==> src/verilog/mgmt_io_pkg.sv <==
// Shared types and constants for the management I/O block
package mgmt_io_pkg;

	// Drive mode codes, matching the dm[2:0] pins of the pad cell
	localparam logic [2:0] DM_OFF        = 3'b000;	// No drive, input buffer off
	localparam logic [2:0] DM_INPUT      = 3'b001;	// Input only
	localparam logic [2:0] DM_OPEN_DRAIN = 3'b011;	// Pulls low, never drives high
	localparam logic [2:0] DM_PUSH_PULL  = 3'b110;	// Strong drive both ways

	// SPI flash read
	localparam logic [7:0] FLASH_CMD_READ = 8'h03;	// Plain read, no dummy cycles
	localparam int FLASH_ADDR_W = 24;
	localparam int FLASH_DATA_W = 8;

	// Command plus address, sent as one word
	localparam int FLASH_SR_W = $bits(FLASH_CMD_READ) + FLASH_ADDR_W;

	// Counter must hold both the bit index and the read-phase cycle count
	localparam int FLASH_CNT_W = $clog2(FLASH_SR_W);

	// Read phase length in clock cycles, two per SPI bit
	localparam int FLASH_IN_CYC = 2 * FLASH_DATA_W;

	// Core side controls of one pad
	typedef struct packed {
		logic       dout;	// Value to drive
		logic       oeb;	// Output enable, active low
		logic       ieb;	// Input enable, active low
		logic [2:0] dm;	// Drive mode
	} pad_ctrl_t;

	// GPIO setting as written by software
	typedef struct packed {
		logic [2:0] dm;
		logic       dout;
	} gpio_cfg_t;

endpackage

==> src/verilog/gpio_ctrl.sv <==
`timescale 1ns/1ps

// Management GPIO pin
// Holds the mode and output value, derives the enables from the mode
module gpio_ctrl import mgmt_io_pkg::*; (
	input  logic      clock,
	input  logic      rst_n,
	input  logic      gpio_wr,	// One-cycle load strobe
	input  gpio_cfg_t gpio_cfg,
	input  logic      gpio_in,	// Raw input from the pad, asynchronous to clock
	output pad_ctrl_t gpio_pad,
	output logic      gpio_in_sync
);

	logic [2:0] dm_q;	// Current drive mode
	logic       dout_q;	// Current output value
	logic       sync1_q;	// First synchronizer stage
	logic       sync2_q;	// Second stage, safe to use in the core
	logic       drive_mode;
	logic       input_mode;

	// Mode and output register
	always_ff @(posedge clock) begin
		if (!rst_n) begin
			dm_q   <= DM_OFF;	// Pin floats out of reset
			dout_q <= 1'b0;
		end else if (gpio_wr) begin
			dm_q   <= gpio_cfg.dm;
			dout_q <= gpio_cfg.dout;
		end
	end

	// Output buffer is used by push-pull and open-drain
	assign drive_mode = (dm_q == DM_PUSH_PULL) || (dm_q == DM_OPEN_DRAIN);

	// Any mode except off keeps the input buffer on
	assign input_mode = (dm_q != DM_OFF);

	always_comb begin
		gpio_pad.dout = dout_q;
		gpio_pad.oeb  = ~drive_mode;
		gpio_pad.ieb  = ~input_mode;
		gpio_pad.dm   = dm_q;
	end

	// Two flop synchronizer on the pad input
	always_ff @(posedge clock) begin
		if (!rst_n) begin
			sync1_q <= 1'b0;
			sync2_q <= 1'b0;
		end else begin
			sync1_q <= gpio_in;	// May go metastable
			sync2_q <= sync1_q;
		end
	end

	assign gpio_in_sync = sync2_q;

endmodule

==> config.mk <==
export PLATFORM = sky130hd
export DESIGN_NAME = gpio_ctrl
export DESIGN_NICKNAME = d
export VERILOG_FILES = /design/src/verilog/mgmt_io_pkg.sv /design/src/verilog/gpio_ctrl.sv
export SDC_FILE = /design/constraint.sdc
export NUM_CORES = 1
export LEC_CHECK = 0
export BUFFER_PORTS_ARGS = -buffer_cell sky130_fd_sc_hd__buf_4
export CAP_MARGIN = 5
export CORE_AREA = 2 2 39 41
export CTS_CLUSTER_DIAMETER = 150
export DETAILED_ROUTE_END_ITERATION = 10
export DIE_AREA = 0 0 41 43
export GPL_ROUTABILITY_DRIVEN = 0
export GPL_TIMING_DRIVEN = 1
export SKIP_LAST_GASP = 1
export SLEW_MARGIN = 20
export SYNTH_ARGS = -nofsm -noshare
export SYNTH_HDL_FRONTEND = slang
export SYNTH_SLANG_ARGS = --single-unit
==> constraint.sdc <==
create_clock -name clock -period 1.5 [get_ports clock]
set_clock_uncertainty 0.15 [all_clocks]
set_input_delay 0 -clock clock [delete_from_list [all_inputs] [get_ports clock]]
set_output_delay 0 -clock clock [all_outputs]
set_load 0.01 [all_outputs]
==> run summary <==
First-pass DRT Iterations: 1
Mapped Cells: 21
Critical Path Sink Type: flop
share of synthesized area spent on multiplexers: 0.171
largest net degree at the start of global routing: 7
PD cells: 844 nW/um^2
Avg WL per Cell: 8.10 um
CTS sink count: 6
Worst Path Max Fanout: 1
Max H-tree Level: 1
initial antenna violation count: 0
post-route setup TNS: 0 ns
normalized max-slew margin: 0.887
first-pass GRT wire length: 834 um
PostCTS Resize Cnt: 0
insertion delay to the later sink of the worst-skew pair: 0.24 ns
Syn Nets: 29
CTS tree: yes
Initial Utilization: 0.169
P_leak: 0.222 nW
startpoint class of the critical path: primary input
Worst VDD drop: 0.000323 V
cts bufs inserted: 3
RSZ-0062 raised after global routing: false
CTS clk-pin slew, worst paths: 0.04 ns
Hold/Removal Path Class: reg2reg
core area: 1380 um^2
DR vias: 215
DR iter-0 viols: 0
synth unique cells: 9
share of cells above drive strength 1: 0.362
CTS Buffer Depth: 2
full die area: 1760 um^2
Port Buffers: 14
Compound-Gate Fraction of Synth Area: 0
final max-slew violation count: 0
Ports: 15
antenna viol nets, final: 0
max cap viols: 0
GRT overflow: 0
synthesized area: 234 um^2
commonest non-fill, non-tap cells in the layout: buf_4, dlygate4sd3_1, dfxtp_1
Worst EP required: 1.48 ns
XOR/XNOR Fraction of Synth Area: 0.0374
Seq/Total Area, Yosys: 0.513
status: finished, final reports clean
crit path kind: in2reg
residual DRC count: 0
nets@finish: 57
Final Hold Viols: 0
CTS Root Buffer Type: clkbuf_4
syn_area_per_cell: 11.1 um^2
largest family of logic cells by synthesized area: simple AND/OR/NAND/NOR gates
Simple-Gate Fraction of Synth Area: 0.198
vias in the first global route: 227
Die Y: 43 um
P&R area growth vs syn: 102%
Arrival @ worst endpoint: 1.41 ns
adder-cell share of the synthesized area: 0
commonest non-fill, non-tap cell in the layout: buf_4
DRT Wirelength: 510 um
vias per cell: 3.41
Yosys reg bits: 6
# rows: 14
ANT cells: 0
pre-CTS setup slack: 0.639 ns
# setup viols final: 0
Worst Tran Pin Value: 0.168 ns
Synth Warn #: 0
gr usage total: 0.0735
Final min period: 1.43 ns
ratio of final minimum period to clock period: 0.953
die width: 41 um
maximum clock frequency: 0.700 GHz
Worst Slack Setup Final: 0.0705 ns
Util after Layout: 0.342
WHS: 0.279 ns
## cell families (layout without fill, tap and decap cells)
group                     after synthesis  after routing
and+or+nand+nor                         8              8
muxes                                   4              4
DFF                                     6              6
buffers and inverters                   2             28
xor gates and xnor gates                1              1
## cell usage after synthesis
library cell | number | area [um^2]
mux2i_1 | 4 | 40.0
nand2_1 | 1 | 3.75
and2_1 | 2 | 12.5
dfxtp_1 | 6 | 120
buf_4 | 1 | 7.51
nor2b_1 | 4 | 25.0
xor2_1 | 1 | 8.76
nor3_1 | 1 | 5.00
buf_6 | 1 | 11.3
## area by class of cell
| cell class | count | area, um^2 |
|---|---|---|
| Sequential cell | 6 | 120 |
| Fill cell | 144 | 911 |
| Clock buffer | 3 | 22.5 |
| Timing Repair Buffer | 25 | 215 |
| Tap cell | 16 | 20.0 |
| Multi-Input combinational cell | 13 | 95.1 |
## critical path: stages
cell	delay, ns
dlygate4sd3_1	0.54
buf_4	0.13
mux2i_1	0.13
dlygate4sd3_1	0.57
nor2b_1	0.04
## timing repair
item / CTS / global route
endpoints found under the hold margin: 6 / 1
hold buffers: 11 / 1
endpoints found under the setup margin: 0 / 1
setup buffers: 0 / 0
## power by group
part / switching [mW] / internal (mW) / total [mW]
sequential: 0.00627 / 0.169 / 0.175
clock: 0.0511 / 0.0900 / 0.141
combinational: 0.0253 / 0.0574 / 0.0828
## through the flow
step | std cells | power (mW) | cell area, um^2
2_1_floorplan | 21 | 0.206 | 234
3_3_place_gp | 49 | 0.236 | 340
3_5_place_dp | 49 | 0.236 | 340
4_1_cts | 63 | 0.410 | 473
5_1_grt | 63 | 0.430 | 473
6_report | 63 | 0.399 | 473
## routing by layer
metal | GRT usage | part of all wire | vias up
met2 | 0.103 | 0.46 | 11
met4 | 0.0200 | 0 | 0
met1 | 0.0812 | 0.43 | 84
li1 | - | - | 120
met3 | 0.0628 | 0.10 | 0
met5 | 0 | 0 | -
## registers in the layout, summed over array words and instances (netlist names)
register and cells:
dm_q 3, dout_q 1, gpio_in_sync 1, sync1_q 1
## path summary, 6_finish.rpt
kind / from / end / slack, ns / cells past startpoint
setup / recovery: gpio_cfg[3] / dm_q[2]$_SDFFE_PN0P_ / 0.07 / 5
hold / removal: sync1_q$_SDFF_PN0_ / gpio_in_sync$_SDFF_PN0_ / 0.28 / 1
setup reg to reg: dm_q[2]$_SDFFE_PN0P_ / dm_q[2]$_SDFFE_PN0P_ / 0.16 / 3
hold reg to reg: sync1_q$_SDFF_PN0_ / gpio_in_sync$_SDFF_PN0_ / 0.28 / 1
(Power assumes the default switching activity.)
