<file path="config.mk">
export PLATFORM = sky130hd
export DESIGN_NAME = flash_spi_ctrl
export DESIGN_NICKNAME = d
export VERILOG_FILES = /design/src/verilog/mgmt_io_pkg.sv /design/src/verilog/flash_spi_ctrl.sv
export SDC_FILE = /design/constraint.sdc
export NUM_CORES = 1
export LEC_CHECK = 0
export ABC_AREA = 0
export ABC_CLOCK_PERIOD_IN_PS = 2100
export BUFFER_PORTS_ARGS = -buffer_cell sky130_fd_sc_hd__buf_2
export CAP_MARGIN = 40
export CORE_MARGIN = 1
export CORE_UTILIZATION = 34
export CTS_CLUSTER_SIZE = 10
export DETAILED_ROUTE_END_ITERATION = 16
export PLACE_DENSITY = 0.69
export SYNTH_ARGS = -nofsm -noshare
export SYNTH_HDL_FRONTEND = slang
export SYNTH_SLANG_ARGS = --single-unit
</file>
<file path="constraint.sdc">
create_clock -name clock -period 2.1 [get_ports clock]
set_input_delay 0.105 -clock clock [delete_from_list [all_inputs] [get_ports clock]]
set_output_delay 0.105 -clock clock [all_outputs]
set_load 0.01 [all_outputs]
</file>
<file path="src/verilog/mgmt_io_pkg.sv">
// Shared types and constants for the management I/O block
package mgmt_io_pkg;

	// Drive mode codes, matching the dm[2:0] pins of the pad cell
	localparam logic [2:0] DM_OFF        = 3'b000;	// No drive, input buffer off
	localparam logic [2:0] DM_INPUT      = 3'b001;	// Input only
	localparam logic [2:0] DM_OPEN_DRAIN = 3'b011;	// Pulls low, never drives high
	localparam logic [2:0] DM_PUSH_PULL  = 3'b110;	// Strong drive both ways

	// SPI flash read
	localparam logic [7:0] FLASH_CMD_READ = 8'h03;	// Plain read, no dummy cycles
	localparam int FLASH_ADDR_W = 24;
	localparam int FLASH_DATA_W = 8;

	// Command plus address, sent as one word
	localparam int FLASH_SR_W = $bits(FLASH_CMD_READ) + FLASH_ADDR_W;

	// Counter must hold both the bit index and the read-phase cycle count
	localparam int FLASH_CNT_W = $clog2(FLASH_SR_W);

	// Read phase length in clock cycles, two per SPI bit
	localparam int FLASH_IN_CYC = 2 * FLASH_DATA_W;

	// Core side controls of one pad
	typedef struct packed {
		logic       dout;	// Value to drive
		logic       oeb;	// Output enable, active low
		logic       ieb;	// Input enable, active low
		logic [2:0] dm;	// Drive mode
	} pad_ctrl_t;

	// GPIO setting as written by software
	typedef struct packed {
		logic [2:0] dm;
		logic       dout;
	} gpio_cfg_t;

endpackage

</file>
<file path="src/verilog/flash_spi_ctrl.sv">
`timescale 1ns/1ps

// Single-lane SPI flash read engine
// Sends 03h and a 24-bit address on io0, then reads one byte on io1
// SPI clock runs at half the system clock, mode 0
module flash_spi_ctrl import mgmt_io_pkg::*; (
	input  logic                    clock,
	input  logic                    rst_n,
	input  logic                    rd_req,	// One-cycle strobe, dropped while busy
	input  logic [FLASH_ADDR_W-1:0] rd_addr,
	input  logic                    io1_in,	// Gated input from the io1 pad
	output logic                    busy,
	output logic                    rd_valid,	// One-cycle pulse with rd_data
	output logic [FLASH_DATA_W-1:0] rd_data,
	output pad_ctrl_t               csb_pad,
	output pad_ctrl_t               clk_pad,
	output pad_ctrl_t               io0_pad,
	output pad_ctrl_t               io1_pad
);

	typedef enum logic [1:0] {
		ST_IDLE,
		ST_SHIFT_OUT,	// Command and address on io0
		ST_SHIFT_IN	// Data byte from io1
	} state_t;

	state_t                  state_q;
	logic                    csb_q;	// Chip select, registered for a clean pin
	logic                    clk_q;	// SPI clock level
	logic [FLASH_CNT_W-1:0]  cnt_q;	// Bits sent, or cycles spent in the read phase
	logic [FLASH_SR_W-1:0]   sr_q;	// Outgoing word, MSB on the pin
	logic [FLASH_DATA_W-1:0] rx_q;	// Incoming byte
	logic                    accept;	// Request taken this cycle
	logic                    last_out;	// Final bit of the outgoing word
	logic                    in_done;	// Read phase finished

	assign accept   = (state_q == ST_IDLE) && rd_req;
	assign last_out = (cnt_q == FLASH_CNT_W'(FLASH_SR_W - 1));
	assign in_done  = (cnt_q == FLASH_CNT_W'(FLASH_IN_CYC));

	// Control FSM
	always_ff @(posedge clock) begin
		if (!rst_n) begin
			state_q  <= ST_IDLE;
			csb_q    <= 1'b1;
			clk_q    <= 1'b0;
			cnt_q    <= '0;
			rd_valid <= 1'b0;
		end else begin
			rd_valid <= 1'b0;
			case (state_q)
				ST_IDLE: begin
					if (rd_req) begin
						state_q <= ST_SHIFT_OUT;
						csb_q   <= 1'b0;	// Select drops with busy
						cnt_q   <= '0;
					end
				end
				ST_SHIFT_OUT: begin
					clk_q <= ~clk_q;
					// A bit ends when clk falls
					if (clk_q) begin
						cnt_q <= cnt_q + 1'b1;
						if (last_out) begin
							state_q <= ST_SHIFT_IN;
							cnt_q   <= '0;
						end
					end
				end
				ST_SHIFT_IN: begin
					if (in_done) begin
						// Clock is already low here
						state_q  <= ST_IDLE;
						csb_q    <= 1'b1;
						rd_valid <= 1'b1;
					end else begin
						clk_q <= ~clk_q;
						cnt_q <= cnt_q + 1'b1;
					end
				end
				default: state_q <= ST_IDLE;
			endcase
		end
	end

	// Shift registers
	always_ff @(posedge clock) begin
		if (accept)
			sr_q <= {FLASH_CMD_READ, rd_addr};	// Command goes out first
		else if ((state_q == ST_SHIFT_OUT) && clk_q)
			sr_q <= {sr_q[FLASH_SR_W-2:0], 1'b0};

		// Sample io1 as clk rises, the device changed it on the fall before
		if ((state_q == ST_SHIFT_IN) && !clk_q && !in_done)
			rx_q <= {rx_q[FLASH_DATA_W-2:0], io1_in};
	end

	assign busy    = (state_q != ST_IDLE);
	assign rd_data = rx_q;	// Holds until the next read starts

	// Pad controls
	assign csb_pad = '{dout: csb_q, oeb: 1'b0, ieb: 1'b1, dm: DM_PUSH_PULL};
	assign clk_pad = '{dout: clk_q, oeb: 1'b0, ieb: 1'b1, dm: DM_PUSH_PULL};

	// io0 only drives while the word is going out
	assign io0_pad = '{
		dout: sr_q[FLASH_SR_W-1],
		oeb:  (state_q != ST_SHIFT_OUT),
		ieb:  1'b1,
		dm:   DM_PUSH_PULL
	};

	// io1 is a plain input in single-lane mode
	assign io1_pad = '{dout: 1'b0, oeb: 1'b1, ieb: 1'b0, dm: DM_INPUT};

endmodule

</file>
==> flow_metrics.tcl <==
set metrics [dict create \
    postRouteAntennaNets 0 \
    cp_data_required_time_ns 2.33 \
    outcome "complete, but fails checks" \
    hold-path-cell-count 2 \
    hold_violations 0 \
    core_area_um2 6490 \
    cts_tree "yes" \
    fin_skew_ns 0.0149 \
    power_leakage_nw 1.18 \
    antenna_found_initial 0 \
    grt_overflow_total 0 \
    final_common_cell "nand2_1" \
    min_period_over_period 0.951 \
    insertion_delay_ns 0.31 \
    die_h_um 84.9 \
    r2r_cells 7 \
    num_rows 29 \
    startpoint "cnt_q[0]$_SDFFE_PN0P_" \
    powerDensity_nw_per_um2 993 \
    grt_use_total 0.118 \
    nNetsFinal 321 \
    hpwl_um 2860 \
    drc 2 \
    cts_resized 0 \
    r2r_setup_slack_ns 0.10 \
    min_from "rst_n" \
    netlist_area_um2 2340 \
    timing.rr.start "cnt_q[0]$_SDFFE_PN0P_" \
    drt_wl_total_um 3990 \
    vias 1664 \
    drive_above_1_share 0.202 \
    layout_min_cycle_time_ns 2.00 \
    area_growth_pct 14.0 \
    arrival_ns 2.23 \
    synth_warnings 0 \
    critPathMaxFanout 4 \
    port_buffers 41 \
    grt_pass1_wl_um 6730 \
    synthDistinctLibCells 34 \
    drv_cap 0 \
    synth_edf_count 32 \
    synth_cells 243 \
    grt_pass1_vias 1462 \
    seq_area_frac_synth 0.565 \
    cp-end-kind "flop" \
    dr.pass1.iters 12 \
    async_flop_share 0 \
    violations "design-rule violations" \
    hold_class "in -> reg" \
    stdcell_area_um2 2670 \
    slew_violations 0 \
    cts_htree_levels 2 \
    initial_core_util 0.360 \
    crit_path_start_kind "flop" \
    timing.hold.worst_endpoint "csb_q$_SDFFE_PN1P_" \
    ir_worst_vdd_mv 0.428 \
    layout_common_cells "90 x nand2_1, 41 x buf_2, 32 x edfxtp_1" \
    post_drt_wl_per_cell_um 11.0 \
    postPlaceCellArea_um2 2560 \
    die_w_um 84.9 \
    clock_sinks 50 \
    ys.flop_type "edfxtp_1" \
    timing.rr.end "cnt_q[1]$_SDFFE_PN0P_" \
    final_util 0.411 \
    rsz0062_at_grt "no" \
    finalPower_mw 2.65 \
    critical_path_class "reg -> reg" \
    cts_buffer_depth 2 \
    drt_iter0_drc 123 \
    grt_max_degree 25 \
    numCtsBuffers 5 \
    gp_congestion 0.789 \
    via_per_inst 4.57 \
    ios 62 \
    setup_tns_ns 0 \
    avgSynthCellArea_um2 9.62 \
    n_antenna_cell 0 \
    die_area_um2 7210 \
    finalSetupViolations 0 \
    path_clk_slew_ns 0.10 \
    timing.fmax_mhz 501 \
    ys_ff_latch 50 \
    cts_root_buf "clkbuf_8" \
]
==> through the flow <==
stage | instances | setup WS, ns | hold slack, ns
6_report | 364 | 0.102 | 0.0255
5_1_grt | 364 | 0.0131 | 0.0322
4_1_cts | 364 | 0.115 | 0.0214
3_5_place_dp | 355 | 0.137 | 0.286
3_3_place_gp | 355 | 0.239 | 0.282
2_1_floorplan | 261 | 0.0968 | 0.181
==> cell usage after synthesis (2+ instances only) <==
library cell	n	area share
a21oi_1	13	0.028
nand2_1	90	0.14
and3_1	3	0.0080
o21ai_0	4	0.0086
dfxtp_1	18	0.15
or3_1	2	0.0053
edfxtp_1	32	0.41
buf_4	23	0.074
nand2b_1	4	0.011
nand3_1	5	0.011
and2_1	4	0.011
clkbuf_1	5	0.0080
ha_1	7	0.037
a32o_1	2	0.0086
conb_1	2	0.0032
o211ai_1	2	0.0064
inv_1	7	0.011
nor2_1	4	0.0064
==> worst max-delay path, stage by stage, from the launching register on <==
cell and delay, ns:
dfxtp_1 0.35, ha_1 0.24, and3_1 0.19, ha_1 0.19, nor2b_1 0.16, o21ai_1 0.13, or4b_1 0.49, a21oi_1 0.17
==> area by class of cell <==
| class | count | area [um^2] |
|---|---|---|
| inverter | 7 | 26.3 |
| tap | 77 | 96.3 |
| clock buffer | 5 | 68.8 |
| timing repair buffer | 48 | 273 |
| multi-input combinational | 174 | 852 |
| sequential | 50 | 1320 |
| clock inverter | 3 | 28.8 |
| fill | 665 | 3830 |
==> how the worst max path moves through the flow <==
stage / to / slack, ns
floorplan: sr_q[0]$_SDFFCE_PP0P_ / 0.1
global placement: cnt_q[1]$_SDFFE_PN0P_ / 0.24
detailed placement: cnt_q[1]$_SDFFE_PN0P_ / 0.14
CTS: cnt_q[1]$_SDFFE_PN0P_ / 0.12
global route: cnt_q[1]$_SDFFE_PN0P_ / 0.01
finish: cnt_q[1]$_SDFFE_PN0P_ / 0.10
==> where the power goes <==
group / internal [mW] / leakage [nW] / switching (mW)
clock network: 0.247 / 0.0502 / 0.348
registers: 1.30 / 0.453 / 0.0612
logic: 0.257 / 0.681 / 0.439
total: 1.80 / 1.18 / 0.848
==> per-layer routing <==
layer | global-route usage | part of all wire | up-vias
met5 | 0 | 0 | -
met4 | 0.0324 | 0.0040 | 0
met3 | 0.0350 | 0.053 | 2
met2 | 0.183 | 0.45 | 43
met1 | 0.161 | 0.49 | 767
li1 | - | - | 852
==> what timing repair did <==
| action | CTS | global route |
|---|---|---|
| hold buffers | 1 | 0 |
| endpoints found under the hold margin | 1 | 0 |
| setup buffers | 0 | 0 |
==> registers in the layout (all words and copies together) (netlist names) <==
name / count
clk_q: 1
cnt_q: 5
csb_q: 1
rd_data: 8
rd_valid: 1
sr_q: 32
state_q: 2
==> cell families after synthesis <==
family / after synthesis / share of synthesized area
simple gates: 121 / 0.228
flops: 50 / 0.565
buf+inv: 37 / 0.0995
compound gates: 26 / 0.0669
fa+ha+maj: 7 / 0.0375
other cells: 2 / 0.00321
No activity file was read; power rests on OpenSTA's default activity.
